### src/source/gmii_rx_pkg.sv
package gmii_rx_pkg;

  // ====================
  // sizes
  // ====================
  localparam int ADDR_W = 11;       // 2 KB frame RAM
  localparam int LEN_W  = 13;       // byte index and length width

  // ====================
  // GMII framing
  // ====================
  localparam logic [7:0] PREAMBLE_BYTE = 8'h55;
  localparam logic [7:0] SFD_BYTE      = 8'hD5;

  // class tag sits at byte 12 counted from the first byte after the SFD
  localparam int         TTE_TAG_IDX = 12;
  localparam logic [7:0] TTE_TAG     = 8'h92;

  localparam int MIN_LEN = 64;      // with FCS
  localparam int MAX_LEN = 1518;
  localparam int CAP_LEN = 1519;    // capture stops here

  // ====================
  // CRC-32, IEEE 802.3
  // ====================
  localparam logic [31:0] CRC_POLY    = 32'h04C11DB7;
  localparam logic [31:0] CRC_RESIDUE = 32'hC704DD7B;  // good frame incl. FCS

  typedef enum logic {
    RX_BE  = 1'b0,
    RX_TTE = 1'b1
  } rx_class_e;

  typedef struct packed {
    logic [7:0] data;
    rx_class_e  cls;
  } rx_byte_t;

  typedef struct packed {
    logic [LEN_W-1:0] len;          // bytes written to the RAM
    rx_class_e        cls;
  } frame_end_t;

  // class lands in bit 13
  typedef struct packed {
    logic             crc_err;
    logic             len_err;
    rx_class_e        cls;
    logic [LEN_W-1:0] len;
  } rx_desc_t;

endpackage

### src/source/rx_front.sv
module rx_front (
  input  logic                          rx_clk,
  input  logic                          rstn_mac,
  input  logic                          rx_dv,
  input  logic [7:0]                    rx_d,
  output logic                          q_dv,
  output logic [7:0]                    q_data,
  output logic                          sfd_hit,
  output logic [gmii_rx_pkg::LEN_W-1:0] idx
);

  logic in_frame;   // set from the SFD until rx_dv drops

  // ====================
  // pin register
  // ====================
  always_ff @(posedge rx_clk or negedge rstn_mac) begin
    if (!rstn_mac) begin
      q_dv   <= 1'b0;
      q_data <= 8'h00;
    end else begin
      q_dv   <= rx_dv;
      q_data <= rx_d;
    end
  end

  // payload bytes equal to D5 must not restart the index
  assign sfd_hit = q_dv & ~in_frame & (q_data == gmii_rx_pkg::SFD_BYTE);

  always_ff @(posedge rx_clk or negedge rstn_mac) begin
    if (!rstn_mac) begin
      in_frame <= 1'b0;
    end else if (!q_dv) begin
      in_frame <= 1'b0;
    end else if (sfd_hit) begin
      in_frame <= 1'b1;
    end
  end

  // ====================
  // byte index
  // ====================
  // 0 on the first byte after the SFD
  always_ff @(posedge rx_clk or negedge rstn_mac) begin
    if (!rstn_mac) begin
      idx <= '0;
    end else if (sfd_hit) begin
      idx <= '0;
    end else if (idx != '1) begin
      idx <= idx + 1'b1;    // hold at max during long idle
    end
  end

endmodule

### config.mk
export PLATFORM = sky130hd
export DESIGN_NAME = rx_front
export DESIGN_NICKNAME = d
export VERILOG_FILES = /design/src/source/gmii_rx_pkg.sv /design/src/source/rx_front.sv
export SDC_FILE = /design/constraint.sdc
export NUM_CORES = 1
export LEC_CHECK = 0
export ABC_AREA = 1
export ABC_CLOCK_PERIOD_IN_PS = 1300
export BUFFER_PORTS_ARGS = -buffer_cell sky130_fd_sc_hd__buf_2
export CORE_MARGIN = 10
export CORE_UTILIZATION = 30
export CTS_BUF_LIST = sky130_fd_sc_hd__clkbuf_2 sky130_fd_sc_hd__clkbuf_4 sky130_fd_sc_hd__clkbuf_8
export CTS_CLUSTER_DIAMETER = 120
export DETAILED_ROUTE_END_ITERATION = 10
export GPL_TIMING_DRIVEN = 0
export SLEW_MARGIN = 20
export SYNTH_ARGS = -nofsm -noshare
export SYNTH_HDL_FRONTEND = slang
export SYNTH_SLANG_ARGS = --single-unit
### constraint.sdc
create_clock -name rx_clk -period 1.3 [get_ports rx_clk]
set_input_delay 0.195 -clock rx_clk [delete_from_list [all_inputs] [get_ports rx_clk]]
set_output_delay 0.195 -clock rx_clk [all_outputs]
set_load 0.05 [all_outputs]
==> impl.org <==
** Yosys
- The portion of synthesized area spent on multiplexers is 0.
- Of the post-synthesis cell area, the dominant cell type holds 0.505.
- By area, the combinational part of the netlist is dominated by simple AND/OR/NAND/NOR gates.
- Cell taking the most area after synthesis :: sky130_fd_sc_hd__dfrtp_1
- Synthesized area per cell :: 8.84 um^2
- Of the total synthesized cell area, the portion taken by XOR and XNOR cells is 0.
- Post-Synthesis Cell Area :: between 1000 and 1500 um^2
- The number of nets handed over by synthesis was 141.
- Synth cell types :: 20
- Of the total synthesized cell area, the portion taken by AND, OR, NAND and NOR gates is 0.422.
- Fraction of the mapped netlist area in adder cells :: 0.0110
- The cell count after synthesis came out at 129.
- Synth area leaders :: sky130_fd_sc_hd__dfrtp_1 50%, sky130_fd_sc_hd__nand2_1 12%, sky130_fd_sc_hd__nand3_1 9.2%
- Number of flip-flops and latches in the synthesized netlist :: 23
- During synthesis, Yosys emitted a total of 0 warnings.
- Fraction of the yosys area taken by sequential cells :: 0.505
- The compound-gate portion of the synthesized area came to 0.00659.

** Critical path
- Worst Setup Path Type :: flip-flop to output port
- For the worst flop-to-flop path, the logic depth is 8.
- STA puts the critical path data arrival time at 1.30 ns.
- Worst Setup Start Kind :: flip-flop
- STA classifies the critical path endpoint as an output port.
- Data required time of the worst path :: between 1 and 1.5 ns
- In this run the worst setup path terminates at sfd_hit.
- In this run the critical register-to-register path is captured at idx[0].
- Startpoint of the lowest-slack register-to-register path :: idx[0]
- Crit Path Max Fanout :: 2
- Across all register-to-register paths, the minimum setup slack is 0 ns.
- The most critical setup path has its startpoint at q_data[1].

** Floorplanning
- The initial utilization of the core area, before any placement, comes to 0.311.
- The total area inside the core boundary comes to 3660 um^2.
- Core Rows :: 22
- I/O pins :: 34
- The floorplan step set the die width to 81.6 um.
- The floorplan step defined a die boundary enclosing between 6000 and 7000 um^2.
- The die is 81.6 um tall.

** Global routing
- Largest net degree at the start of global routing :: 24
- First-pass GRT wire length :: around 4700 um
- Number of antenna violations at the first check in global routing :: 0
- All-layer global routing usage :: 0.0893
- The number of global-route vias before repair came to between 1,000 and 1,500.
- Remaining global-route overflow :: 0

** Placed design
- HPWL after detailed placement :: between 2000 and 2500 um
- Placed cells :: 210
- Placer congestion estimate :: 0.783
- PortBufs :: 33
- Post-Place Cell Area :: between 1000 and 1500 um^2

** Clock network
- TritonCTS built the clock tree.
- The number of clock buffers added by TritonCTS is 3.
- The clock passes through at most 2 buffers.
- CTS saw 23 sinks.
- Cell at the root of the clock tree :: sky130_fd_sc_hd__clkbuf_8
- In this run the number of H-tree levels came out at 1.
- Clock transition at the registers of the reported paths :: ~0.08 ns
- The later pin in the worst-skew pair is clocked with a latency of 0.26 ns.

** Outcome
- The final reports fail on negative setup slack.
- Result of the run :: finished, violations left

** STA
- Maximum achievable frequency :: 670 MHz
- The total count of hold-check failures in the final report came to 0.
- Final setup TNS :: -0.193 ns
- Final Cycle Share :: 1.15
- Worst slew margin relative to its limit :: 0.650
- Unrepaired setup endpoints after global routing :: true
- The number of pins with negative max-slew slack in the final report was 0.
- Worst Setup Slack, final :: -0.193 ns
- Setup violations remaining at the end of the flow were counted as 1.
- For the final database, setup skew stands at ~0.0031 ns.
- Final Hold Slack :: 0.0297 ns
- At the pin with the least slew margin, the transition time is between 0.5 and 0.6 ns.
- Counting I/O delays and the setup requirement, the final critical path takes ~1.5 ns.

** Route
- Via density per instance :: 4.51
- In this run the remaining antenna-violating nets after routing total 0.
- WL per Instance :: 12.9 um
- Summed over all layers, the routed wires come to 2910 um.
- In the routed design, unresolved DRC markers number 0.
- Across all layers, the routed design uses 1,014 vias.
- After the first detailed-routing iteration, the DRC count stood at 26.
- Before antenna repair, the detailed router went through 2 iterations.

** Cells and area
- Final Instance Count excl. Fillers :: 225
- The number of antenna diodes in the final layout is 0.
- For this run, the post-layout net count is between 150 and 200.
- Summing all non-filler instances in the final layout gives an area of 1680 um^2.
- Measured on the finished design, the core utilization comes to 0.460.
- # fillers :: 360
- Of the cells placed in the final design, the portion with a size suffix greater than 1 is 0.638.
- From synthesis to final layout, the design area changed by 47.6%.
- Summing all multi-input logic gate instances after layout gives ~630 um^2.
- Across the whole layout, storage elements account for about 600 um^2.

** Hold path
- Number of cells on the worst hold path :: 1
- Type of the worst min-delay path :: input port to flip-flop

** Power
- Power density of the placed cells :: roughly 1700 nW/um^2
- IR analysis of the VDD net gives a maximum drop of 0.000778 V.
- Leakage component of the power :: 0.861 nW

** Flow run
- Across the run, the number of max-cap violations was 0.
## critical path, stage by stage (launching register included)
cell	delay [ns]
sky130_fd_sc_hd__dfrtp_2	0.43
sky130_fd_sc_hd__nor2_4	0.09
sky130_fd_sc_hd__nand3_2	0.06
sky130_fd_sc_hd__nand3b_1	0.21
sky130_fd_sc_hd__clkinvlp_4	0.11
sky130_fd_sc_hd__buf_8	0.14
## cell usage in the layout (no fill, tap or decap), types with 2 or more instances in the layout
master / n
sky130_fd_sc_hd__buf_2: 32
sky130_fd_sc_hd__buf_4: 7
sky130_fd_sc_hd__buf_6: 4
sky130_fd_sc_hd__clkbuf_8: 3
sky130_fd_sc_hd__dfrtp_1: 3
sky130_fd_sc_hd__dfrtp_2: 20
sky130_fd_sc_hd__inv_1: 9
sky130_fd_sc_hd__inv_2: 3
sky130_fd_sc_hd__nand2_1: 32
sky130_fd_sc_hd__nand2_2: 6
sky130_fd_sc_hd__nand2_4: 3
sky130_fd_sc_hd__nand3_1: 8
sky130_fd_sc_hd__nand3_2: 13
sky130_fd_sc_hd__nand4_1: 2
sky130_fd_sc_hd__nor2_1: 7
sky130_fd_sc_hd__nor2_2: 2
sky130_fd_sc_hd__nor2_4: 5
sky130_fd_sc_hd__or2_2: 3
sky130_fd_sc_hd__or2_4: 2
## stage by stage
step	worst slack, ns	power, mW
3_5_place_dp	-0.0783	2.31
6_report	-0.193	2.83
3_3_place_gp	-0.0480	2.27
4_1_cts	-0.233	2.77
5_1_grt	-0.287	3.04
2_1_floorplan	-0.103	2.02
## logic make-up after synthesis
| logic type | count (synthesis) |
|---|---|
| AND/OR/NAND/NOR | 89 |
| flip-flops | 23 |
| buffers and inverters | 15 |
| AO/OA/AOI/OAI | 1 |
| adder cells (fa/ha/maj) | 1 |
## repair_timing
| item | 4_1_cts | 5_1_grt |
|---|---|---|
| gates cloned | 1 | 0 |
| buffers inserted | 2 | 7 |
| pin swaps | 1 | 14 |
| endpoints found under the hold margin | 23 | 0 |
| endpoints found under the setup margin | 2 | 13 |
| hold buffers | 1 | 0 |
| resized for setup | 6 | 19 |
## layer usage
metal	vias up	global-route usage	wire (um)
li1	505	-	-
met1	478	0.0944	1120
met2	29	0.149	1450
met3	2	0.0513	326
met4	0	0.0255	18
met5	-	0	0
## how the worst min path moves through the flow
| stage | from | end |
|---|---|---|
| floorplan | rstn_mac | idx[0] |
| global placement | rstn_mac | idx[11] |
| detailed placement | rstn_mac | idx[11] |
| CTS | rx_d[0] | q_data[0] |
| global route | rx_d[3] | q_data[3] |
| finish | rx_d[7] | q_data[7] |
## synth_stat cells
library cell                n
sky130_fd_sc_hd__nand3b_1   1
sky130_fd_sc_hd__nand4_4    1
sky130_fd_sc_hd__nor2_8     1
sky130_fd_sc_hd__o21bai_1   1
sky130_fd_sc_hd__inv_1     12
sky130_fd_sc_hd__nand3_1   21
sky130_fd_sc_hd__or2_2      5
sky130_fd_sc_hd__nor3_1     1
sky130_fd_sc_hd__nand4_1    2
sky130_fd_sc_hd__nand2_1   35
sky130_fd_sc_hd__nand2_4    3
sky130_fd_sc_hd__nor2_4     2
sky130_fd_sc_hd__nor2_1     8
sky130_fd_sc_hd__inv_2      2
sky130_fd_sc_hd__buf_6      1
sky130_fd_sc_hd__nand3_2    1
sky130_fd_sc_hd__dfrtp_1   23
sky130_fd_sc_hd__ha_1       1
sky130_fd_sc_hd__nand2_2    4
sky130_fd_sc_hd__nor2_2     4
## registers in the layout, summed over array words and instances, names as in the netlist
name and flops:
idx 13, in_frame 1, q_data 8, q_dv 1
## layout make-up
class,count,share of cell area
multi-input combinational,91,0.377
sequential,23,0.357
timing repair buffer,44,0.161
tap,48,0.0357
inverter,14,0.0349
clock buffer,3,0.0245
buffer,1,0.00669
clock inverter,1,0.00297
## power breakdown
group	internal, mW	switching (mW)
Combinational	0.458	0.895
Sequential	0.866	0.168
Clock	0.214	0.231
Total	1.54	1.29
Power figures use the tool's default switching activity.
