[src/source/gmii_rx_pkg.sv]
package gmii_rx_pkg;

  // ====================
  // sizes
  // ====================
  localparam int ADDR_W = 11;       // 2 KB frame RAM
  localparam int LEN_W  = 13;       // byte index and length width

  // ====================
  // GMII framing
  // ====================
  localparam logic [7:0] PREAMBLE_BYTE = 8'h55;
  localparam logic [7:0] SFD_BYTE      = 8'hD5;

  // class tag sits at byte 12 counted from the first byte after the SFD
  localparam int         TTE_TAG_IDX = 12;
  localparam logic [7:0] TTE_TAG     = 8'h92;

  localparam int MIN_LEN = 64;      // with FCS
  localparam int MAX_LEN = 1518;
  localparam int CAP_LEN = 1519;    // capture stops here

  // ====================
  // CRC-32, IEEE 802.3
  // ====================
  localparam logic [31:0] CRC_POLY    = 32'h04C11DB7;
  localparam logic [31:0] CRC_RESIDUE = 32'hC704DD7B;  // good frame incl. FCS

  typedef enum logic {
    RX_BE  = 1'b0,
    RX_TTE = 1'b1
  } rx_class_e;

  typedef struct packed {
    logic [7:0] data;
    rx_class_e  cls;
  } rx_byte_t;

  typedef struct packed {
    logic [LEN_W-1:0] len;          // bytes written to the RAM
    rx_class_e        cls;
  } frame_end_t;

  // class lands in bit 13
  typedef struct packed {
    logic             crc_err;
    logic             len_err;
    rx_class_e        cls;
    logic [LEN_W-1:0] len;
  } rx_desc_t;

endpackage

[src/source/frame_capture.sv]
module frame_capture (
  input  logic                           rx_clk,
  input  logic                           rstn_mac,
  input  logic                           q_dv,
  input  logic [7:0]                     q_data,
  input  logic                           sfd_hit,
  input  logic [gmii_rx_pkg::LEN_W-1:0]  idx,
  output logic                           ram_we,
  output logic [gmii_rx_pkg::ADDR_W-1:0] ram_waddr,
  output logic [7:0]                     ram_wdata,
  output logic                           start_strb,
  output gmii_rx_pkg::rx_class_e         start_class,
  output logic                           end_strb,
  output gmii_rx_pkg::frame_end_t        frame_end
);

  typedef enum logic [1:0] {
    ST_IDLE,
    ST_HUNT,    // in preamble
    ST_BODY,    // writing the frame
    ST_TAIL     // wait for rx_dv to drop
  } cap_state_e;

  cap_state_e state;
  logic       tag_wr;
  logic       frame_done;

  // ====================
  // RAM write port
  // ====================
  assign ram_we    = (state == ST_BODY) & q_dv & (idx < gmii_rx_pkg::CAP_LEN);
  assign ram_waddr = idx[gmii_rx_pkg::ADDR_W-1:0];
  assign ram_wdata = q_data;

  assign tag_wr     = ram_we & (idx == gmii_rx_pkg::TTE_TAG_IDX);
  assign frame_done = (state == ST_BODY) & (~q_dv | (idx == gmii_rx_pkg::CAP_LEN));

  always_ff @(posedge rx_clk or negedge rstn_mac) begin
    if (!rstn_mac) begin
      state      <= ST_IDLE;
      start_strb <= 1'b0;
      end_strb   <= 1'b0;
    end else begin
      start_strb <= 1'b0;
      end_strb   <= 1'b0;
      case (state)
        ST_IDLE: begin
          if (q_dv) begin
            if (sfd_hit) begin
              state <= ST_BODY;   // no preamble at all
            end else if (q_data == gmii_rx_pkg::PREAMBLE_BYTE) begin
              state <= ST_HUNT;
            end else begin
              state <= ST_TAIL;
            end
          end
        end
        ST_HUNT: begin
          if (!q_dv) begin
            state <= ST_IDLE;
          end else if (sfd_hit) begin
            state <= ST_BODY;
          end else if (q_data != gmii_rx_pkg::PREAMBLE_BYTE) begin
            state <= ST_TAIL;     // junk in the preamble
          end
        end
        ST_BODY: begin
          if (tag_wr) begin
            start_strb <= 1'b1;
          end
          if (frame_done) begin
            // short frames never got a start and vanish here
            end_strb <= (idx > gmii_rx_pkg::TTE_TAG_IDX);
            state    <= q_dv ? ST_TAIL : ST_IDLE;
          end
        end
        default: begin
          if (!q_dv) begin
            state <= ST_IDLE;
          end
        end
      endcase
    end
  end

  // class and length
  always_ff @(posedge rx_clk) begin
    if (tag_wr) begin
      start_class <= (q_data == gmii_rx_pkg::TTE_TAG) ? gmii_rx_pkg::RX_TTE
                                                      : gmii_rx_pkg::RX_BE;
    end
    if (frame_done) begin
      frame_end.len <= idx;   // bytes written so far
      frame_end.cls <= start_class;
    end
  end

endmodule

[config.mk]
export PLATFORM = sky130hd
export DESIGN_NAME = frame_capture
export DESIGN_NICKNAME = d
export VERILOG_FILES = /design/src/source/gmii_rx_pkg.sv /design/src/source/frame_capture.sv
export SDC_FILE = /design/constraint.sdc
export NUM_CORES = 1
export LEC_CHECK = 0
export BUFFER_PORTS_ARGS = -buffer_cell sky130_fd_sc_hd__buf_2
export CAP_MARGIN = 20
export CORE_MARGIN = 2
export CORE_UTILIZATION = 40
export CTS_CLUSTER_SIZE = 16
export DETAILED_ROUTE_END_ITERATION = 16
export PLACE_DENSITY_LB_ADDON = 0.1
export SYNTH_ARGS = -nofsm -noshare
export SYNTH_HDL_FRONTEND = slang
export SYNTH_SLANG_ARGS = --single-unit
[constraint.sdc]
create_clock -name rx_clk -period 2.1 [get_ports rx_clk]
set_clock_uncertainty 0.15 [all_clocks]
set_input_delay 0.21 -clock rx_clk [delete_from_list [all_inputs] [get_ports rx_clk]]
set_output_delay 0.21 -clock rx_clk [all_outputs]
set_load 0.03 [all_outputs]
==> results of run 1 <==
-- worst max-delay path by stage --
stage | startpoint | endpoint | cells after the start
after floorplan | idx[12] | frame_end[0] | 3
after global placement | idx[12] | frame_end[3] | 5
after detailed placement | idx[12] | frame_end[4] | 5
after CTS | idx[6] | ram_we | 7
after global routing | idx[6] | ram_we | 7
final | idx[6] | frame_end[5] | 6
-- worst max-delay path: stages --
cell,delay (ns)
dlygate4sd3_1,0.52
buf_2,0.13
nand2_1,0.09
or4b_4,0.51
a21oi_2,0.17
buf_4,0.21
-- logic make-up (layout without fill, tap and decap cells) --
logic type	Yosys count	count (layout)	share of synthesized area, %
flip-flops	19	19	60.1
AO/OA/AOI/OAI	8	8	6.56
buffers and inverters	21	80	16.4
AND/OR/NAND/NOR	21	21	16.9
-- state kept, by name, indices dropped and copies added (netlist names) --
| name | count |
|---|---|
| state | 2 |
| start_strb | 1 |
| frame_end | 14 |
| end_strb | 1 |
| start_class | 1 |
-- cell type report --
type	count	share of cell area, %
clock buffer	3	1.77
clock inverter	1	0.393
inverter	2	0.589
multi-input combinational	29	17.7
sequential	19	43.2
tap	28	2.75
timing repair buffer	74	33.6
-- power groups by stage --
stage               registers, uW  logic (uW)  clock network [uW]
floorplan                     460        88.1                   0
global placement              435         160                   0
detailed placement            435         161                   0
CTS                           427         176                 185
global route                  428         188                 204
finish                        426         175                 181
-- layout by cell type, fill, tap and decap left out --
| cell type | Yosys | routed |
|---|---|---|
| buf_2 | 0 | 61 |
| edfxtp_1 | 15 | 15 |
| dlygate4sd3_1 | 0 | 10 |
| dfrtp_1 | 4 | 4 |
| nand3_1 | 3 | 3 |
| clkbuf_4 | 0 | 3 |
| buf_4 | 19 | 3 |
| inv_1 | 2 | 2 |
| nand2_1 | 2 | 2 |
| nor2_1 | 2 | 2 |
| nor4b_1 | 2 | 2 |
| nor3_1 | 2 | 2 |
| nand4_1 | 1 | 1 |
| a2111oi_2 | 0 | 1 |
| nor2b_1 | 1 | 1 |
| a211oi_1 | 1 | 1 |
| and4_1 | 1 | 1 |
| nor4_1 | 1 | 1 |
| nor4_4 | 1 | 1 |
| nor4bb_1 | 1 | 1 |
| nand4b_1 | 1 | 1 |
| or4b_4 | 1 | 1 |
| nand2b_1 | 1 | 1 |
| a21oi_2 | 0 | 1 |
| o211ai_1 | 1 | 1 |
| and4b_1 | 1 | 1 |
| a211oi_2 | 1 | 1 |
| o21ai_0 | 1 | 1 |
| a21oi_1 | 2 | 1 |
| o31a_1 | 1 | 1 |
| clkinv_2 | 0 | 1 |
-- stage by stage --
stage / area (sq um) / util [%] / setup slack (ns) / hold slack, ns / instances
floorplan: 920 / - / 0.106 / -0.236 / 69
detailed placement: 1140 / 52.0 / 0.0819 / -0.133 / 142
finish: 1270 / 58.1 / 0.113 / 0.00473 / 156
global placement: 1140 / 52.0 / 0.110 / -0.134 / 142
global route: 1270 / 58.1 / 0.0295 / 0.00347 / 156
CTS: 1270 / 57.9 / 0.0193 / 0.00608 / 156
-- routing by layer --
| metal | up-vias | wire (um) |
|---|---|---|
| li1 | 362 | - |
| met1 | 330 | 821 |
| met2 | 28 | 906 |
| met3 | 2 | 124 |
| met4 | 0 | 13 |
| met5 | - | 0 |
-- repair_timing --
action | 4_1_cts | 5_1_grt
buffers inserted | 0 | 0
hold buffers | 10 | 0
setup endpoints to repair | 0 | 1
endpoints found under the hold margin | 13 | 0
resized for setup | 0 | 2
==> impl_metrics.yaml, run 1 <==
clock_tree:
  cts_buffers: 3
  clkTransAtPathRegs_ns: 0.11
  ctsLongestPathBuffers: 2
  root_buffer: "clkbuf_4"
  cts_tree: "built"
  htree_levels: 1
  cts.sinks: 19
  worstSkewPairLatency_ns: 0.29
worst_setup_path:
  path_class: "input port to flip-flop"
  cp_max_fo: 10
  r2r-start: "state[1]"
  r2r_cells: 3
  reg2reg_slack_ns: 0.74
  cp-start-kind: "input port"
  end_kind: "flip-flop"
  cp.required_ns: 1.96
  crit_arrival_ns: 1.85
  r2r-end: "start_class"
timing:
  setup_viol: 0
  maxSlewViolCount: 0
  hold_viol: 0
  worst_pin_slew_ns: 0.349
  rsz0062_at_grt: "false"
  period_share_pct: 94.6
  fmax_ghz: 0.503
  slew_headroom_pct: 76.5
  tns_ns: 0
  fin_crit_ns: 1.99
global_route:
  met2_usage_pct: 20.0
  grt_pass1_vias: 606
  overflow: 0
  grt.busiest_layer: "met2"
  track_usage_pct: 13.5
  use_met1_pct: 18.4
  grt_max_degree: 12
  use_met3_pct: 3.16
  antenna_found_initial: 0
  grt_pass1_wl_mm: 2.59
floorplan:
  die_h_um: 51.9
  pin_count: 62
  placementRows: 17
  coreArea_sq_mm: 0.00219
  start_util_pct: 41.8
  die_area_sq_mm: 0.00269
  dieWidth_um: 51.9
power:
  ir_drop_mv: 0.377
  power_frac_comb_pct: 22.4
  finalPower_uw: 783
  power_density_mw_per_mm2: 615
  p_switching_uw: 228
  p_leak_uw: 0.000567
  seqPwrFrac_pct: 54.5
  clockPowerShare_pct: 23.1
  internal_power_uw: 555
  switching_share_pct: 29.1
logic_synthesis:
  yosys.area.top_type: "edfxtp_1"
  synth_edf_count: 15
  ys_async_sr_fraction_pct: 21.1
  synth.distinct_cells: 26
  netlist_top_cells_area: "edfxtp_1 49%, buf_4 16%, dfrtp_1 11%"
  synthFlopType: "edfxtp_1"
  syn-num-nets: 94
  ys_seq_elements: 19
  syn_area_per_cell_sq_um: 13.3
  yosysMostFrequentCell: "buf_4"
  synthesis.area_sq_um: 916
  yosys-top-cells-count: "19 x buf_4, 15 x edfxtp_1, 4 x dfrtp_1"
  syn-instance-count: 69
  yosys_warnings: 0
  yosysTopAreaCellShare_pct: 49.2
  seq_area_frac_synth_pct: 60.1
routing:
  first_pass_iters: 3
  drtIter0Drc: 10
  drcViolationCount: 0
  drt-total-wl_mm: 1.87
  via_per_inst: 4.63
  drtAntennaViolNets: 0
  dr_total_vias: 722
  wl_per_cell_um: 12.0
hold_path:
  hold_class: "input port to flip-flop"
  min_path_cells: 1
  hold_end: "frame_end[13]"
  hold_start: "idx[12]"
placed_design:
  dp_hpwl_mm: 1.44
  gp_congestion: 0.704
  port_buffers: 61
finish:
  syn_to_final_growth_pct: 39.1
  multi_input_area_sq_um: 225
  seqCellArea_sq_um: 551
  drive_gt1_share_pct: 57.0
  n_antenna_cell: 0
  fillCellCount: 203
  nNetsFinal: 154
run_status:
  status: "completed"
run:
  drv_cap: 0
Note: power is estimated with default switching activity, not from simulation.
==> run 2, diff against run 1 <==
--- a/config.mk
+++ b/config.mk
@@ -13,2 +13,3 @@
 export DETAILED_ROUTE_END_ITERATION = 16
+export GPL_TIMING_DRIVEN = 0
 export PLACE_DENSITY_LB_ADDON = 0.1
==> constraint.sdc (replaced) <==
create_clock -name rx_clk -period 2.1 [get_ports rx_clk]
set_clock_uncertainty 0.15 [all_clocks]
set_input_delay 0.525 -clock rx_clk [delete_from_list [all_inputs] [get_ports rx_clk]]
set_output_delay 0.525 -clock rx_clk [all_outputs]
set_load 0.03 [all_outputs]
==> run 2 against run 1 <==
Final area up 9.1%. Routed wire length down 2.0%. Worst hold slack better by 0.26 ns. Flip-flop and latch count unchanged. Critical path type is now input port to output pin. Critical endpoint is now ram_we.
==> impl_metrics.yaml, run 2 (same netlist as run 1, synthesis figures left out) <==
run_status:
  status: "completed"
finish:
  final_common_cell: "buf_2"
  top_register: "frame_end"
  multi_input_area_sq_um: 250
  final_cells: 165
  fillCellCount: 181
  mostFrequentLayoutCells: "56 x buf_2, 21 x buf_4, 15 x edfxtp_1"
  reg_top3: "frame_end (14), state (2)"
  nNetsFinal: 163
  seqCellArea_sq_um: 551
  n_antenna_cell: 0
  syn_to_final_growth_pct: 51.8
  largest_register_ffs: 14
  drive_gt1_share_pct: 66.4
global_route:
  grt_pass1_vias: 668
  grt_pass1_wl_mm: 2.91
  track_usage_pct: 14.7
  antenna_found_initial: 0
  grt_max_degree: 13
  overflow: 0
floorplan:
  start_util_pct: 41.8
  dieWidth_um: 51.9
  placementRows: 17
  pin_count: 62
  die_area_sq_mm: 0.00269
  coreArea_sq_mm: 0.00219
  die_h_um: 51.9
worst_setup_path:
  max_stage_delay_ns: 0.37
  slowest_stage: "a2111oi_4"
  path_class: "input port to output pin"
  path_cells: "buf_8, nand4_1, a2111oi_4, nor2_1, buf_4"
  reg2reg_slack_ns: 0.73
  crit_arrival_ns: 1.41
  path_delay_family: "compound AO/OA/AOI/OAI gates"
  crit_buf_inv: 2
  cp-start-kind: "input port"
  end_kind: "output pin"
  cp.required_ns: 1.42
  cp_max_fo: 5
  r2r-end: "start_class"
  r2r_cells: 3
  r2r-start: "state[1]"
timing:
  whs_ns: 0.266
  setup_viol: 0
  maxSlewViolCount: 0
  hold_viol: 0
  fin_ws_ns: 0.0146
  fmax_ghz: 0.480
  worst_pin_slew_ns: 0.321
  rsz0062_at_grt: "true"
  period_share_pct: 99.3
  fin_crit_ns: 2.09
  slew_headroom_pct: 78.4
routing:
  dr_total_vias: 755
  drtAntennaViolNets: 0
  wl_per_cell_um: 11.1
  drtIter0Drc: 3
  first_pass_iters: 4
  drcViolationCount: 0
  via_per_inst: 4.58
  drt-total-wl_mm: 1.83
placed_design:
  pre_cts_ws_ns: -0.354
  gp_congestion: 0.675
  place_inst: 158
  port_buffers: 61
  dp_hpwl_mm: 1.48
power:
  ir_drop_mv: 0.470
  power_density_mw_per_mm2: 581
  p_leak_uw: 0.000628
hold_path:
  hold_end: "frame_end[4]"
  hold_class: "input port to flip-flop"
  hold_start: "idx[3]"
  min_path_cells: 1
clock_tree:
  htree_levels: 1
  ctsLongestPathBuffers: 2
  cts_buffers: 3
  worstSkewPairLatency_ns: 0.29
  root_buffer: "clkbuf_4"
  cts_tree: "built"
  cts.sinks: 19
  clkTransAtPathRegs_ns: 0.10
run:
  drv_cap: 0
-- run 2: changes by cell type in the layout (fill, tap and decap cells not counted), sizes merged --
cell / previous run / this run
clkinv: 1 / 0
buf: 64 / 82
dlygate4sd3: 10 / 1
clkbuf: 3 / 4
-- run 2: repair_timing --
action | in CTS | in global routing
endpoints found under the hold margin | 4 | 0
endpoints found under the setup margin | 15 | 1
buffers inserted | 2 | 0
resized for setup | 11 | 2
pin swaps | 4 | 0
hold buffers | 1 | 0
-- run 2: worst max-delay path by stage --
stage                  from             to  slack [ns]  depth (start not counted)
global route        idx[10]         ram_we       -0.04                          5
global placement    idx[12]  frame_end[13]       -0.33                          4
floorplan           idx[12]   frame_end[0]       -0.05                          3
finish               idx[3]         ram_we        0.01                          5
detailed placement  idx[12]  frame_end[13]       -0.35                          4
CTS                  idx[3]         ram_we       0.002                          5
-- run 2: area by class of cell --
class,count,share of cell area (%)
buffer,19,10.3
multi-input combinational,29,18.0
tap,28,2.52
inverter,2,0.540
timing repair buffer,64,27.2
sequential,19,39.6
clock buffer,4,1.89
-- run 2: per-layer routing --
metal | GRT usage (%) | vias to the layer above | wire (um)
met4 | 3.95 | 0 | 0
met1 | 18.6 | 345 | 744
met3 | 3.74 | 0 | 146
li1 | - | 378 | -
met5 | 0 | - | 0
met2 | 24.9 | 32 | 937
-- run 2: through the flow --
step                TNS (ns)  util, %  cell area [sq um]  power [uW]
floorplan             -0.670        -                933         550
global placement       -4.71     58.1               1270         619
detailed placement     -5.10     58.1               1270         622
CTS                        0     63.1               1380         818
global route         -0.0416     63.4               1390         847
finish                     0     63.4               1390         807
-- run 2: power breakdown --
group	switching (uW)	internal, uW	total, uW
Clock	105	73.8	179
Combinational	120	82.1	202
Sequential	3.51	423	426
==> run 3, diff against run 2 <==
CORE_ASPECT_RATIO = 1.75   (was default)
==> run 3 against run 2 <==
The flow now finishes with violations (negative setup slack). Die area increased by 0.56%. Fmax decreased by 1.6%. Register-to-register slack got worse by 0.06 ns. Sequential power about the same. Core utilization increased by 1.1 points. First-iteration DRC count increased to 4.3 times the previous value. Global-route usage increased by 1.4 points. Largest cell class unchanged.
==> impl_metrics.yaml, run 3 (same netlist as run 1, synthesis figures left out) <==
clock_tree:
  ctsLongestPathBuffers: 2
  clkTransAtPathRegs_ns: 0.07
  htree_levels: 1
  cts_tree: "built"
  cts.sinks: 19
  cts_buffers: 3
  root_buffer: "clkbuf_8"
  worstSkewPairLatency_ns: 0.25
worst_setup_path:
  crit_buf_inv: 2
  path_delay_family: "compound AO/OA/AOI/OAI gates"
  reg2reg_slack_ns: 0.67
  max_stage_delay_ns: 0.39
  r2r-start: "state[1]"
  cp_max_fo: 5
  r2r_cells: 3
  r2r-end: "start_class"
  end_kind: "output pin"
  cp-start-kind: "input port"
  cp.required_ns: 1.42
  path_cells: "buf_8, nand4_1, a2111oi_4, nor2_1, buf_4"
  crit_arrival_ns: 1.44
  path_class: "input port to output pin"
  slowest_stage: "a2111oi_4"
routing:
  drtIter0Drc: 13
  wl_per_cell_um: 12.5
  via_per_inst: 4.84
  drtAntennaViolNets: 0
  drcViolationCount: 0
  first_pass_iters: 4
  dr_total_vias: 793
  drt-total-wl_mm: 2.05
finish:
  reg_top3: "frame_end (14), state (2)"
  top_register: "frame_end"
  nNetsFinal: 165
  finish.utilization_pct: 64.6
  largest_register_ffs: 14
  final_cells: 164
  n_antenna_cell: 0
  mostFrequentLayoutCells: "55 x buf_2, 23 x buf_4, 15 x edfxtp_1"
  final_common_cell: "buf_2"
  syn_to_final_growth_pct: 56.3
  drive_gt1_share_pct: 67.6
floorplan:
  pin_count: 62
  start_util_pct: 41.3
  die_area_sq_mm: 0.00270
  die_h_um: 67.3
  coreArea_sq_mm: 0.00222
  dieWidth_um: 40.2
  placementRows: 23
global_route:
  antenna_found_initial: 0
  grt_pass1_wl_mm: 2.97
  grt_max_degree: 12
  track_usage_pct: 16.1
  overflow: 0
  grt_pass1_vias: 691
run_status:
  violations: "negative setup slack"
  status: "finished with violations"
hold_path:
  hold_start: "start_class"
  hold_end: "frame_end[0]"
  hold_class: "flip-flop to flip-flop"
  min_path_cells: 0
placed_design:
  pre_cts_ws_ns: -0.376
  port_buffers: 61
  place_inst: 155
  gp_congestion: 0.715
  dp_hpwl_mm: 1.62
timing:
  fmax_ghz: 0.472
  fin_ws_ns: -0.0195
  hold_viol: 0
  worst_pin_slew_ns: 0.350
  slew_headroom_pct: 76.3
  fin_crit_ns: 2.12
  whs_ns: 0.298
  period_share_pct: 101
  rsz0062_at_grt: "true"
  setup_viol: 1
  maxSlewViolCount: 0
power:
  power_density_mw_per_mm2: 614
  ir_drop_mv: 0.389
  p_leak_uw: 0.000653
run:
  drv_cap: 0
## run 3: layout make-up
cell class              instances  area, sq um
clock inverters                 1         5.00
well taps                      25         31.3
repair buffers                 66          403
flip-flops and latches         19          551
multi-input cells              29          250
fillers                       190          785
inverters                       2         7.51
clock buffers                   3         41.3
plain buffers                  19          143
## run 3: per-layer routing
metal	track usage, %	routed length (um)	vias to the layer above
met2	28.2	1200	37
met1	17.7	689	369
met4	7.50	24	0
li1	-	-	385
met3	2.96	136	2
met5	0	0	-
## run 3: worst max-delay path by stage
stage / startpoint / endpoint / slack, ns / cells past startpoint
2_1_floorplan: idx[12] / frame_end[0] / -0.05 / 3
3_3_place_gp: idx[12] / frame_end[13] / -0.33 / 4
3_5_place_dp: idx[12] / frame_end[11] / -0.38 / 4
4_1_cts: idx[0] / ram_we / -0.005 / 5
5_1_grt: idx[0] / ram_we / -0.08 / 5
6_report: idx[0] / ram_we / -0.02 / 5
## run 3: per-stage QoR
| step | total power, uW | setup TNS (ns) | instance area (sq um) |
|---|---|---|---|
| finish | 879 | -0.0195 | 1430 |
| global route | 914 | -0.0771 | 1430 |
| CTS | 880 | -0.00541 | 1390 |
| detailed placement | 623 | -5.40 | 1270 |
| global placement | 619 | -4.72 | 1270 |
| floorplan | 550 | -0.670 | 933 |
## run 3: timing repair
item	CTS	global route
endpoints found under the hold margin	4	0
hold buffers	1	0
setup endpoints to repair	15	15
setup buffers	2	2
gates resized for setup	9	7
pin swaps	4	5
## run 3: worst reg2reg max path, stage by stage (launching register included)
cell and delay (ns):
dfrtp_1 0.40, nor2b_1 0.20, nand3_1 0.14, nor3_1 0.24
## run 3: where the power goes
group | internal [uW] | total [uW] | switching (uW)
clock network | 131 | 244 | 113
registers | 423 | 427 | 4.01
logic | 85.5 | 208 | 122
