`config.mk`:
```
export PLATFORM = sky130hd
export DESIGN_NAME = crc32_check
export DESIGN_NICKNAME = d
export VERILOG_FILES = /design/src/source/gmii_rx_pkg.sv /design/src/source/crc32_check.sv
export SDC_FILE = /design/constraint.sdc
export NUM_CORES = 1
export LEC_CHECK = 0
export BUFFER_PORTS_ARGS = -buffer_cell sky130_fd_sc_hd__clkbuf_2
export CAP_MARGIN = 20
export CORE_MARGIN = 2
export CORE_UTILIZATION = 29
export CTS_CLUSTER_DIAMETER = 100
export DETAILED_ROUTE_END_ITERATION = 10
export SYNTH_ARGS = -nofsm -noshare
export SYNTH_HDL_FRONTEND = slang
export SYNTH_SLANG_ARGS = --single-unit
```
`constraint.sdc`:
```
create_clock -name rx_clk -period 4.06 [get_ports rx_clk]
set_clock_uncertainty 0.15 [all_clocks]
set_input_delay 0 -clock rx_clk [delete_from_list [all_inputs] [get_ports rx_clk]]
set_output_delay 0 -clock rx_clk [all_outputs]
set_load 0.01 [all_outputs]
```
`src/source/gmii_rx_pkg.sv`:
```
package gmii_rx_pkg;

  // ====================
  // sizes
  // ====================
  localparam int ADDR_W = 11;       // 2 KB frame RAM
  localparam int LEN_W  = 13;       // byte index and length width

  // ====================
  // GMII framing
  // ====================
  localparam logic [7:0] PREAMBLE_BYTE = 8'h55;
  localparam logic [7:0] SFD_BYTE      = 8'hD5;

  // class tag sits at byte 12 counted from the first byte after the SFD
  localparam int         TTE_TAG_IDX = 12;
  localparam logic [7:0] TTE_TAG     = 8'h92;

  localparam int MIN_LEN = 64;      // with FCS
  localparam int MAX_LEN = 1518;
  localparam int CAP_LEN = 1519;    // capture stops here

  // ====================
  // CRC-32, IEEE 802.3
  // ====================
  localparam logic [31:0] CRC_POLY    = 32'h04C11DB7;
  localparam logic [31:0] CRC_RESIDUE = 32'hC704DD7B;  // good frame incl. FCS

  typedef enum logic {
    RX_BE  = 1'b0,
    RX_TTE = 1'b1
  } rx_class_e;

  typedef struct packed {
    logic [7:0] data;
    rx_class_e  cls;
  } rx_byte_t;

  typedef struct packed {
    logic [LEN_W-1:0] len;          // bytes written to the RAM
    rx_class_e        cls;
  } frame_end_t;

  // class lands in bit 13
  typedef struct packed {
    logic             crc_err;
    logic             len_err;
    rx_class_e        cls;
    logic [LEN_W-1:0] len;
  } rx_desc_t;

endpackage

```
`src/source/crc32_check.sv`:
```
module crc32_check (
  input  logic       rx_clk,
  input  logic       rstn_mac,
  input  logic       init,
  input  logic       byte_strb,
  input  logic [7:0] data,
  output logic       crc_ok
);

  logic [31:0] crc_q;

  // msb-first register fed lsb first as on the wire
  function automatic logic [31:0] crc_next(input logic [31:0] c, input logic [7:0] d);
    logic [31:0] r;
    logic        fb;
    r = c;
    for (int i = 0; i < 8; i++) begin
      fb = r[31] ^ d[i];
      r  = {r[30:0], 1'b0};
      if (fb) begin
        r = r ^ gmii_rx_pkg::CRC_POLY;
      end
    end
    return r;
  endfunction

  always_ff @(posedge rx_clk or negedge rstn_mac) begin
    if (!rstn_mac) begin
      crc_q <= '1;
    end else if (init) begin
      crc_q <= '1;      // preset to all ones
    end else if (byte_strb) begin
      crc_q <= crc_next(crc_q, data);
    end
  end

  // residue over data plus FCS
  assign crc_ok = (crc_q == gmii_rx_pkg::CRC_RESIDUE);

endmodule

```
==> key figures, run 1 <==
Global routing
  • Met3 Usage GRT: 0.0303
  • Met1 usage: 0.186
  • GRT Util Overall: 0.131
  • Antenna violations before repair: 0
  • Grt total ovfl: 0
  • Largest net degree at the start of global routing: 34
  • Grt met2 use: 0.207
  • First-pass GRT wire length: 8630 um
  • Grt peak-use layer: met2
  • Vias in the first global route: 1513

Power
  • Power, Total: 2.10 mW
  • Share of total power in combinational logic: 0.586
  • Internal power: 1.37 mW
  • P_sw: 0.729 mW
  • Pwr Density: 799 mW/mm^2
  • Pleak: 1.13 nW
  • Clock power share: 0.126
  • Maximum vdd drop: 0.000233 V
  • Net Sw Frac: 0.347
  • Seq pwr share: 0.289

Setup path
  • Crit end category: flip-flop
  • CP top delay family: XOR/XNOR gates
  • WS Path Type: reg -> reg
  • Slowest library cell on the worst path: dfstp_2
  • Max stage delay on crit path: 0.59 ns
  • Crit path buffers/inverters: 0
  • Crit path DAT: 2.23 ns
  • R2r setup slk: 1.89 ns
  • RR Startpoint: crc_q[31]$_DFFE_PN1P_
  • CP Max Fanout: 4
  • CP Cell Sequence: xor2_2 -> xnor3_2 -> xor3_1 -> o21ai_1
  • WP data required: 4.12 ns
  • Startpoint Class: flip-flop
  • CP startpoint: crc_q[31]$_DFFE_PN1P_

Synthesis
  • Synth top area cells: dfstp_2 35%, xnor3_1 16%, xnor2_1 6.3%
  • Netlist cell types: 29
  • Synth warnings: 0
  • Syn Area/Cell: 12.9 um^2
  • Yosys top cell area share: 0.354
  • Syn_nets: 196
  • Syn Inst Count: 184
  • Register area share after synthesis: 0.354
  • Mapped cell area: 0.00237 mm^2
  • FF+latch count, synth: 32
  • Post-synth top area cell: dfstp_2

Placement
  • Placed wire-length estimate: 3760 um
  • GP Congestion: 0.864
  • IO buf count: 12
  • Dpl cell area: 0.00253 mm^2

Timing
  • Slew headroom: 0.470
  • Final setup fails: 0
  • Worst-Margin Slew: 0.795 ns
  • Final Cycle Share: 0.533
  • Slew Viols, Final: 0
  • Fmax: 0.462 GHz
  • Unrepaired setup endpoints after global routing: no
  • Min Tclk post-route: 2.17 ns
  • Final setup TNS: 0 ns
  • Final hold vios: 0

Final layout
  • Largest register FFs: 32
  • Design area: 0.00263 mm^2
  • Largest regs: crc_q x32
  • Most frequent cells in the layout: 32 x dfstp_2, 17 x xnor2_1, 17 x xnor3_1
  • Nets: 207
  • Share of layout cells above drive strength 1: 0.338
  • Register name with the most flops: crc_q
  • Ant diodes: 0
  • Most common cell after layout, fill and taps aside: dfstp_2
  • Fin util: 0.335
  • Synth-to-Final Area Change: 10.9%

Clock tree
  • Htree depth: 2
  • CTS root buf: clkbuf_8
  • Clock latency on the worst-skew pair: 0.28 ns
  • Number of gates resized after cts: 0
  • Cts hold-fix bufs: 0
  • Inserted Clock Buffers: 5
  • CTS tree: yes
  • Setup bufs post-CTS: 0
  • Clock-pin slew on the worst setup and hold paths: 0.07 ns
  • Clk sinks: 32
  • CTS max path bufs: 2

Route
  • Via count of the routed design: 1370
  • DR WL/cell: 17.4 um
  • DRT iter0 DRCs: 78
  • WL final: 5160 um
  • Drt via density: 4.61
  • Initial DRT Pass Iterations: 4
  • Residual DRC: 0
  • Routed Antenna Nets: 0

Die
  • Starting Density: 0.302
  • Row cnt: 32
  • Chip width: 94.5 um
  • Die H: 94.5 um
  • I/O Pins: 13
  • CORE AREA: 0.00785 mm^2
  • Die Area: 0.00892 mm^2

Job
  • Max-cap viol count: 0

Worst hold path
  • Hold Path Class: in -> async

Run status
  • Status: finished, final reports clean
## area by class of cell
cell class                      count  area [um^2]
Inverter                            1         3.75
Sequential cell                    32          841
Fill cell                         817         5220
Clock buffer                        7         96.3
Multi-Input combinational cell    142         1500
Timing Repair Buffer               13         67.6
Tap cell                          102          128
## kinds of logic (layout without fill, tap and decap cells)
kind of cell,count (synthesis),after routing,synth area share
XOR/XNOR,64,64,0.420
buffers and inverters,10,21,0.0158
AND/OR/NAND/NOR,36,36,0.0907
AO/OA/AOI/OAI,42,42,0.119
flip-flops,32,32,0.354
## layer usage
| metal | part of all wire | vias up | wire [um] |
|---|---|---|---|
| li1 | - | 669 | - |
| met1 | 0.50 | 675 | 2570 |
| met2 | 0.46 | 21 | 2360 |
| met3 | 0.039 | 5 | 199 |
| met4 | 0.0048 | 0 | 25 |
| met5 | 0 | - | 0 |
## cell usage after synthesis, drive strengths merged
cell    instances
dfstp          32
xnor2          27
xnor3          18
a211o          16
xor2           16
a21oi          15
nor2b          12
clkbuf          8
o21ai           8
nor2            7
nor3            5
nand4b          3
xor3            3
a21bo           2
nand2           2
nor4            2
buf             1
clkinv          1
nand3           1
nor4b           1
nor4bb          1
o21bai          1
or4             1
or4bb           1
## worst reg2reg max path: cells and delay by family (launching register included)
family,cells,cell delay (ns)
compound gates,1,0.13
xor+xnor,3,1.22
flops,1,0.59
## worst paths after layout
| check | to | depth (start not counted) |
|---|---|---|
| worst min register to register | crc_q[0]$_DFFE_PN1P_ | 2 |
| min in group rx_clk | crc_q[4]$_DFFE_PN1P_ | 4 |
| worst max-delay path | crc_q[13]$_DFFE_PN1P_ | 4 |
| max in group asynchronous | crc_q[0]$_DFFE_PN1P_ | 1 |
| worst min-delay path | crc_q[18]$_DFFE_PN1P_ | 1 |
| worst max register to register | crc_q[13]$_DFFE_PN1P_ | 4 |
## metrics by stage
| step | hold slack [ns] | worst slack [ns] | cells |
|---|---|---|---|
| finish | 0.0459 | 1.89 | 297 |
| global placement | 0.375 | 1.94 | 290 |
| CTS | 0.101 | 1.88 | 297 |
| floorplan | -0.298 | 2.06 | 184 |
| global route | 0.135 | 1.84 | 297 |
| detailed placement | 0.386 | 1.88 | 290 |
## power groups by stage
stage	clock [mW]	combinational, mW	sequential, mW
floorplan	0	1.05	0.566
finish	0.265	1.23	0.607
global route	0.285	1.34	0.624
global placement	0	1.24	0.612
detailed placement	0	1.24	0.613
CTS	0.272	1.25	0.608
Power figures use the tool's default switching activity.
==> run 2, diff against run 1 <==
--- a/config.mk
+++ b/config.mk
@@ -5,6 +5,7 @@
 export SDC_FILE = /design/constraint.sdc
 export NUM_CORES = 1
 export LEC_CHECK = 0
+export ABC_AREA = 1
 export BUFFER_PORTS_ARGS = -buffer_cell sky130_fd_sc_hd__clkbuf_2
 export CAP_MARGIN = 20
 export CORE_MARGIN = 2
==> constraint.sdc (replaced) <==
create_clock -name rx_clk -period 1.8 [get_ports rx_clk]
set_clock_uncertainty 0.15 [all_clocks]
set_input_delay 0 -clock rx_clk [delete_from_list [all_inputs] [get_ports rx_clk]]
set_output_delay 0 -clock rx_clk [all_outputs]
set_load 0.01 [all_outputs]
==> key figures, run 2 <==
Route
  • Initial DRT Pass Iterations: 4
  • Via count of the routed design: 2472
  • DR WL/cell: 14.7 um
  • DRT iter0 DRCs: 168
  • Routed Antenna Nets: 0
  • Drt via density: 4.66
  • Residual DRC: 0
  • WL final: 7780 um

Worst hold path
  • Worst Hold Launch: data[7]
  • Hold Path End: crc_q[22]$_DFFE_PN1P_
  • Hold Crit Depth: 6
  • Hold Path Class: in -> reg

Global routing
  • Vias in the first global route: 2453
  • First-pass GRT wire length: 12200 um
  • Antenna violations before repair: 0
  • GRT Util Overall: 0.162
  • Largest net degree at the start of global routing: 33
  • Grt total ovfl: 0

Synthesis
  • Synth Flop Type: dfstp_2
  • Register area share after synthesis: 0.337
  • Post-synth EDFFs: 0
  • Syn Inst Count: 363
  • Synth warnings: 0
  • Syn_nets: 375
  • Post-synth top area cell: dfstp_2
  • Top cells by count, synth: 123 x nand2_1, 63 x inv_1, 32 x dfstp_2
  • Ys async rst share: 1.00
  • Synth top area cells: dfstp_2 34%, nand2_1 19%, inv_1 9.5%
  • Most frequent cell after synthesis: nand2_1
  • Yosys top cell area share: 0.337
  • Syn Area/Cell: 6.87 um^2
  • Mapped cell area: 0.00249 mm^2
  • Netlist cell types: 28
  • FF+latch count, synth: 32

Die
  • Die H: 96.8 um
  • CORE AREA: 0.00826 mm^2
  • Die Area: 0.00936 mm^2
  • Row cnt: 33
  • Starting Density: 0.302
  • Chip width: 96.8 um
  • I/O Pins: 13

Run status
  • Failing checks: setup timing
  • Status: complete, but fails checks

Power
  • Pleak: 1.79 nW
  • Clock power share: 0.120
  • Maximum vdd drop: 0.000422 V
  • Share of total power in combinational logic: 0.623
  • Seq pwr share: 0.257
  • P_sw: 2.26 mW
  • Pwr Density: 1400 mW/mm^2
  • Net Sw Frac: 0.458
  • Internal power: 2.68 mW

Clock tree
  • CTS root buf: clkbuf_8
  • Inserted Clock Buffers: 5
  • Clock-pin slew on the worst setup and hold paths: 0.07 ns
  • Cts hold-fix bufs: 0
  • CTS tree: yes
  • Clk sinks: 32
  • Htree depth: 2
  • Clock latency on the worst-skew pair: 0.29 ns
  • CTS max path bufs: 2

Timing
  • Final hold vios: 0
  • Fmax: 0.529 GHz
  • Slew Viols, Final: 0
  • Final Cycle Share: 1.05
  • Min Tclk post-route: 1.89 ns
  • Setup WS post-layout: -0.0887 ns
  • Unrepaired setup endpoints after global routing: yes
  • Slew headroom: 0.453
  • Final setup fails: 9
  • Worst-Margin Slew: 0.821 ns

Job
  • Max-cap viol count: 0

Final layout
  • Most common cell after layout, fill and taps aside: nand2_1
  • Share of layout cells above drive strength 1: 0.446
  • Ant diodes: 0
  • Register name with the most flops: crc_q
  • Nets: 437
  • Largest regs: crc_q x32
  • Largest register FFs: 32
  • Filler cells: 838
  • Synth-to-Final Area Change: 41.6%
  • Most frequent cells in the layout: 88 x nand2_1, 59 x inv_1, 44 x buf_4
  • Fin util: 0.428

Setup path
  • Worst reg2reg path depth: 8
  • Startpoint Class: flip-flop
  • Crit end category: flip-flop
  • Crit path DAT: 1.95 ns
  • Critical R2R Capture: crc_q[9]$_DFFE_PN1P_
  • RR Startpoint: crc_q[31]$_DFFE_PN1P_
  • WP data required: 1.86 ns
  • WS Path Type: reg -> reg
  • R2r setup slk: -0.09 ns
  • CP Max Fanout: 8

Placement
  • IO buf count: 12
  • Placed wire-length estimate: 5370 um
  • Post-Place Worst Slack: -0.121 ns
  • GP Congestion: 0.920
## run 2: cell count changes in the layout (fill, tap and decap cells not counted), sizes merged, moves of 11 or more
cell,before,now
a211o,16,0
xor2,16,27
xnor3,18,0
inv,0,70
nor2b,12,0
nand3,1,19
buf,1,48
o22ai,0,15
nand2,2,141
xnor2,27,10
## run 2: layout make-up
type	instances	area [um^2]	share of cell area
multi-input combinational	255	1760	0.498
sequential	32	841	0.238
timing repair buffer	60	435	0.123
inverter	71	272	0.0769
tap	105	131	0.0372
clock buffer	6	82.6	0.0234
clock inverter	2	10.0	0.00283
## run 2: per-stage QoR
stage | power (mW) | hold slack (ns) | setup TNS, ns | cells | instance area (um^2)
global route | 5.31 | 0.0884 | -1.57 | 531 | 3530
finish | 4.94 | 0.0474 | -0.294 | 531 | 3530
detailed placement | 3.60 | 0.328 | -0.675 | 506 | 2910
floorplan | 2.80 | -0.298 | 0 | 363 | 2490
global placement | 3.57 | 0.312 | -0.456 | 506 | 2910
CTS | 4.46 | 0.0501 | -0.0637 | 522 | 3190
## run 2: logic make-up after synthesis
family,share of synthesized area
and+or+nand+nor,0.326
xor gates and xnor gates,0.146
DFF,0.337
buffers and inverters,0.120
AOI/OAI and AO/OA,0.0707
## run 2: power by group through the flow
stage,Combinational [mW],Sequential [mW],Clock [mW]
final,3.08,1.27,0.591
after global placement,2.31,1.26,0
after global routing,3.36,1.30,0.641
after floorplan,1.60,1.20,0
after CTS,2.60,1.26,0.602
after detailed placement,2.33,1.27,0
## run 2: per-layer routing
layer / up-vias / track usage / wire length [um]
met2: 69 / 0.264 / 3880
met4: 0 / 0.0412 / 84
li1: 1220 / - / -
met1: 1174 / 0.223 / 3380
met3: 9 / 0.0289 / 433
met5: - / 0 / 0
## run 2: worst max-delay path by stage
stage | startpoint | to | slack (ns) | cells past startpoint
after floorplan | crc_q[31]$_DFFE_PN1P_ | crc_q[9]$_DFFE_PN1P_ | 0.13 | 8
after global placement | crc_q[30]$_DFFE_PN1P_ | crc_q[5]$_DFFE_PN1P_ | -0.10 | 13
after detailed placement | crc_q[30]$_DFFE_PN1P_ | crc_q[5]$_DFFE_PN1P_ | -0.12 | 13
after CTS | crc_q[31]$_DFFE_PN1P_ | crc_ok | -0.04 | 6
after global routing | crc_q[31]$_DFFE_PN1P_ | crc_q[14]$_DFFE_PN1P_ | -0.16 | 10
final | crc_q[31]$_DFFE_PN1P_ | crc_q[9]$_DFFE_PN1P_ | -0.09 | 8
## run 2: worst max-delay path, cell delays in order, from the launching register on
cell and delay (ns):
dfstp_2 0.57, inv_2 0.06, nand2_2 0.07, nand2_4 0.12, buf_4 0.16, xor2_1 0.14
xor2_1 0.17, or2_0 0.23, a21oi_1 0.14
## run 2: what timing repair did
item | CTS | global route
cloned | 1 | 0
gates resized for setup | 29 | 64
pin swaps | 18 | 39
setup endpoints to repair | 18 | 22
hold endpoints to repair | 0 | 0
setup buffers | 8 | 10
==> run 3, diff against run 2 <==
--- a/config.mk
+++ b/config.mk
@@ -5,7 +5,6 @@
 export SDC_FILE = /design/constraint.sdc
 export NUM_CORES = 1
 export LEC_CHECK = 0
-export ABC_AREA = 1
 export BUFFER_PORTS_ARGS = -buffer_cell sky130_fd_sc_hd__clkbuf_2
 export CAP_MARGIN = 20
 export CORE_MARGIN = 2
==> key figures, run 3 (synthesis results as in run 1) <==
Power
  • Pwr Density: 1820 mW/mm^2
  • Internal power: 4.26 mW
  • Maximum vdd drop: 0.000604 V
  • Clock power share: 0.091
  • P_sw: 2.17 mW
  • Pleak: 1.57 nW
  • Seq pwr share: 0.218
  • Share of total power in combinational logic: 0.691
  • Net Sw Frac: 0.338

Timing
  • Final setup fails: 25
  • Final hold vios: 0
  • Min Tclk post-route: 2.02 ns
  • Unrepaired setup endpoints after global routing: yes
  • Fmax: 0.495 GHz
  • Slew headroom: 0.450
  • Final Cycle Share: 1.12
  • Setup WS post-layout: -0.222 ns
  • Worst-Margin Slew: 0.824 ns
  • Slew Viols, Final: 0

Global routing
  • Largest net degree at the start of global routing: 33
  • Grt met2 use: 0.230
  • Antenna violations before repair: 0
  • Met3 Usage GRT: 0.0263
  • Grt total ovfl: 0
  • GRT Util Overall: 0.144
  • Vias in the first global route: 1677
  • First-pass GRT wire length: 9470 um
  • Grt peak-use layer: met2
  • Met1 usage: 0.207

Final layout
  • Largest register FFs: 32
  • Register name with the most flops: crc_q
  • Largest regs: crc_q x32
  • Ant diodes: 0
  • Non-filler instance count after layout: 359
  • Share of layout cells above drive strength 1: 0.576
  • Synth-to-Final Area Change: 48.4%
  • Nets: 268
  • Most common cell after layout, fill and taps aside: dfstp_2
  • Most frequent cells in the layout: 32 x dfstp_2, 31 x buf_6, 26 x buf_4

Placement
  • Placed wire-length estimate: 4220 um
  • Post-Place Worst Slack: -0.180 ns
  • IO buf count: 12
  • GP Congestion: 0.807
  • Inst Count DP: 318

Setup path
  • Worst reg2reg path depth: 5
  • WS Path Type: reg -> reg
  • CP startpoint: crc_q[31]$_DFFE_PN1P_
  • WP data required: 1.87 ns
  • Crit path DAT: 2.09 ns
  • Crit end category: flip-flop
  • RR Startpoint: crc_q[31]$_DFFE_PN1P_
  • R2r setup slk: -0.22 ns
  • CP Max Fanout: 4
  • Crit path to: crc_q[7]$_DFFE_PN1P_
  • Critical R2R Capture: crc_q[7]$_DFFE_PN1P_
  • Startpoint Class: flip-flop

Route
  • DRT iter0 DRCs: 40
  • Initial DRT Pass Iterations: 4
  • Residual DRC: 0
  • WL final: 6250 um
  • Routed Antenna Nets: 0
  • DR WL/cell: 17.4 um
  • Via count of the routed design: 1684
  • Drt via density: 4.69

Run status
  • Failing checks: setup timing
  • Status: complete, but fails checks

Die
  • Die H: 94.5 um
  • CORE AREA: 0.00785 mm^2
  • Die Area: 0.00892 mm^2
  • I/O Pins: 13
  • Starting Density: 0.302
  • Chip width: 94.5 um
  • Row cnt: 32

Job
  • Max-cap viol count: 0

Clock tree
  • Clk sinks: 32
  • Htree depth: 2
  • Inserted Clock Buffers: 5
  • CTS tree: yes
  • CTS root buf: clkbuf_8
  • Cts hold-fix bufs: 0
  • Clock latency on the worst-skew pair: 0.28 ns
  • CTS max path bufs: 2
  • Clock-pin slew on the worst setup and hold paths: 0.07 ns

Worst hold path
  • Hold Path Class: in -> reg
-- run 3: stage by stage --
step                      instance area [um^2]  total power, mW  utilization  hold WS, ns  TNS, ns
after floorplan                           2450             3.75            -       -0.298   -0.291
after global placement                    2820             4.60        0.360        0.331    -1.17
after detailed placement                  2820             4.63        0.360        0.335    -1.22
after CTS                                 3180             5.75        0.405       0.0357    -1.33
after global routing                      3520             6.74        0.449       0.0572    -4.20
final                                     3520             6.43        0.449       0.0549    -2.53
-- run 3: how the worst min path moves through the flow --
| stage | to | slack, ns | cells past startpoint | from |
|---|---|---|---|---|
| after floorplan | crc_q[0]$_DFFE_PN1P_ | -0.30 | 0 | rstn_mac |
| after global placement | crc_q[0]$_DFFE_PN1P_ | 0.33 | 4 | byte_strb |
| after detailed placement | crc_q[0]$_DFFE_PN1P_ | 0.34 | 4 | byte_strb |
| after CTS | crc_q[0]$_DFFE_PN1P_ | 0.04 | 4 | byte_strb |
| after global routing | crc_q[12]$_DFFE_PN1P_ | 0.06 | 3 | byte_strb |
| final | crc_q[0]$_DFFE_PN1P_ | 0.05 | 4 | byte_strb |
-- run 3: timing repair --
| item | CTS | global route |
|---|---|---|
| pin swaps | 24 | 27 |
| setup buffers | 20 | 16 |
| endpoints found under the setup margin | 22 | 31 |
| resized for setup | 20 | 38 |
-- run 3: per-layer routing --
| metal | vias to the layer above | wire, um |
|---|---|---|
| li1 | 795 | - |
| met1 | 846 | 2940 |
| met4 | 0 | 44 |
| met2 | 39 | 3020 |
| met3 | 4 | 252 |
| met5 | - | 0 |
-- run 3: layout make-up --
cell class                 count  area, um^2
clock inverter                 2        10.0
clock buffer                   6        82.6
tap                          102         128
sequential                    32         841
fill                         739        4320
timing repair buffer          74         704
inverter                       1        3.75
multi-input combinational    142        1750
-- run 3: power groups by stage --
stage | registers [mW] | logic [mW] | clock network (mW)
2_1_floorplan | 1.30 | 2.45 | 0
3_3_place_gp | 1.40 | 3.20 | 0
3_5_place_dp | 1.41 | 3.22 | 0
4_1_cts | 1.40 | 3.75 | 0.598
5_1_grt | 1.43 | 4.68 | 0.639
6_report | 1.40 | 4.44 | 0.586
-- run 3: worst max-delay path, cell delays in order, from the launching register on --
cell and delay (ns):
dfstp_2 0.57, xnor2_2 0.17, buf_4 0.18, xnor3_1 0.38
xor3_1 0.36, a21oi_1 0.15
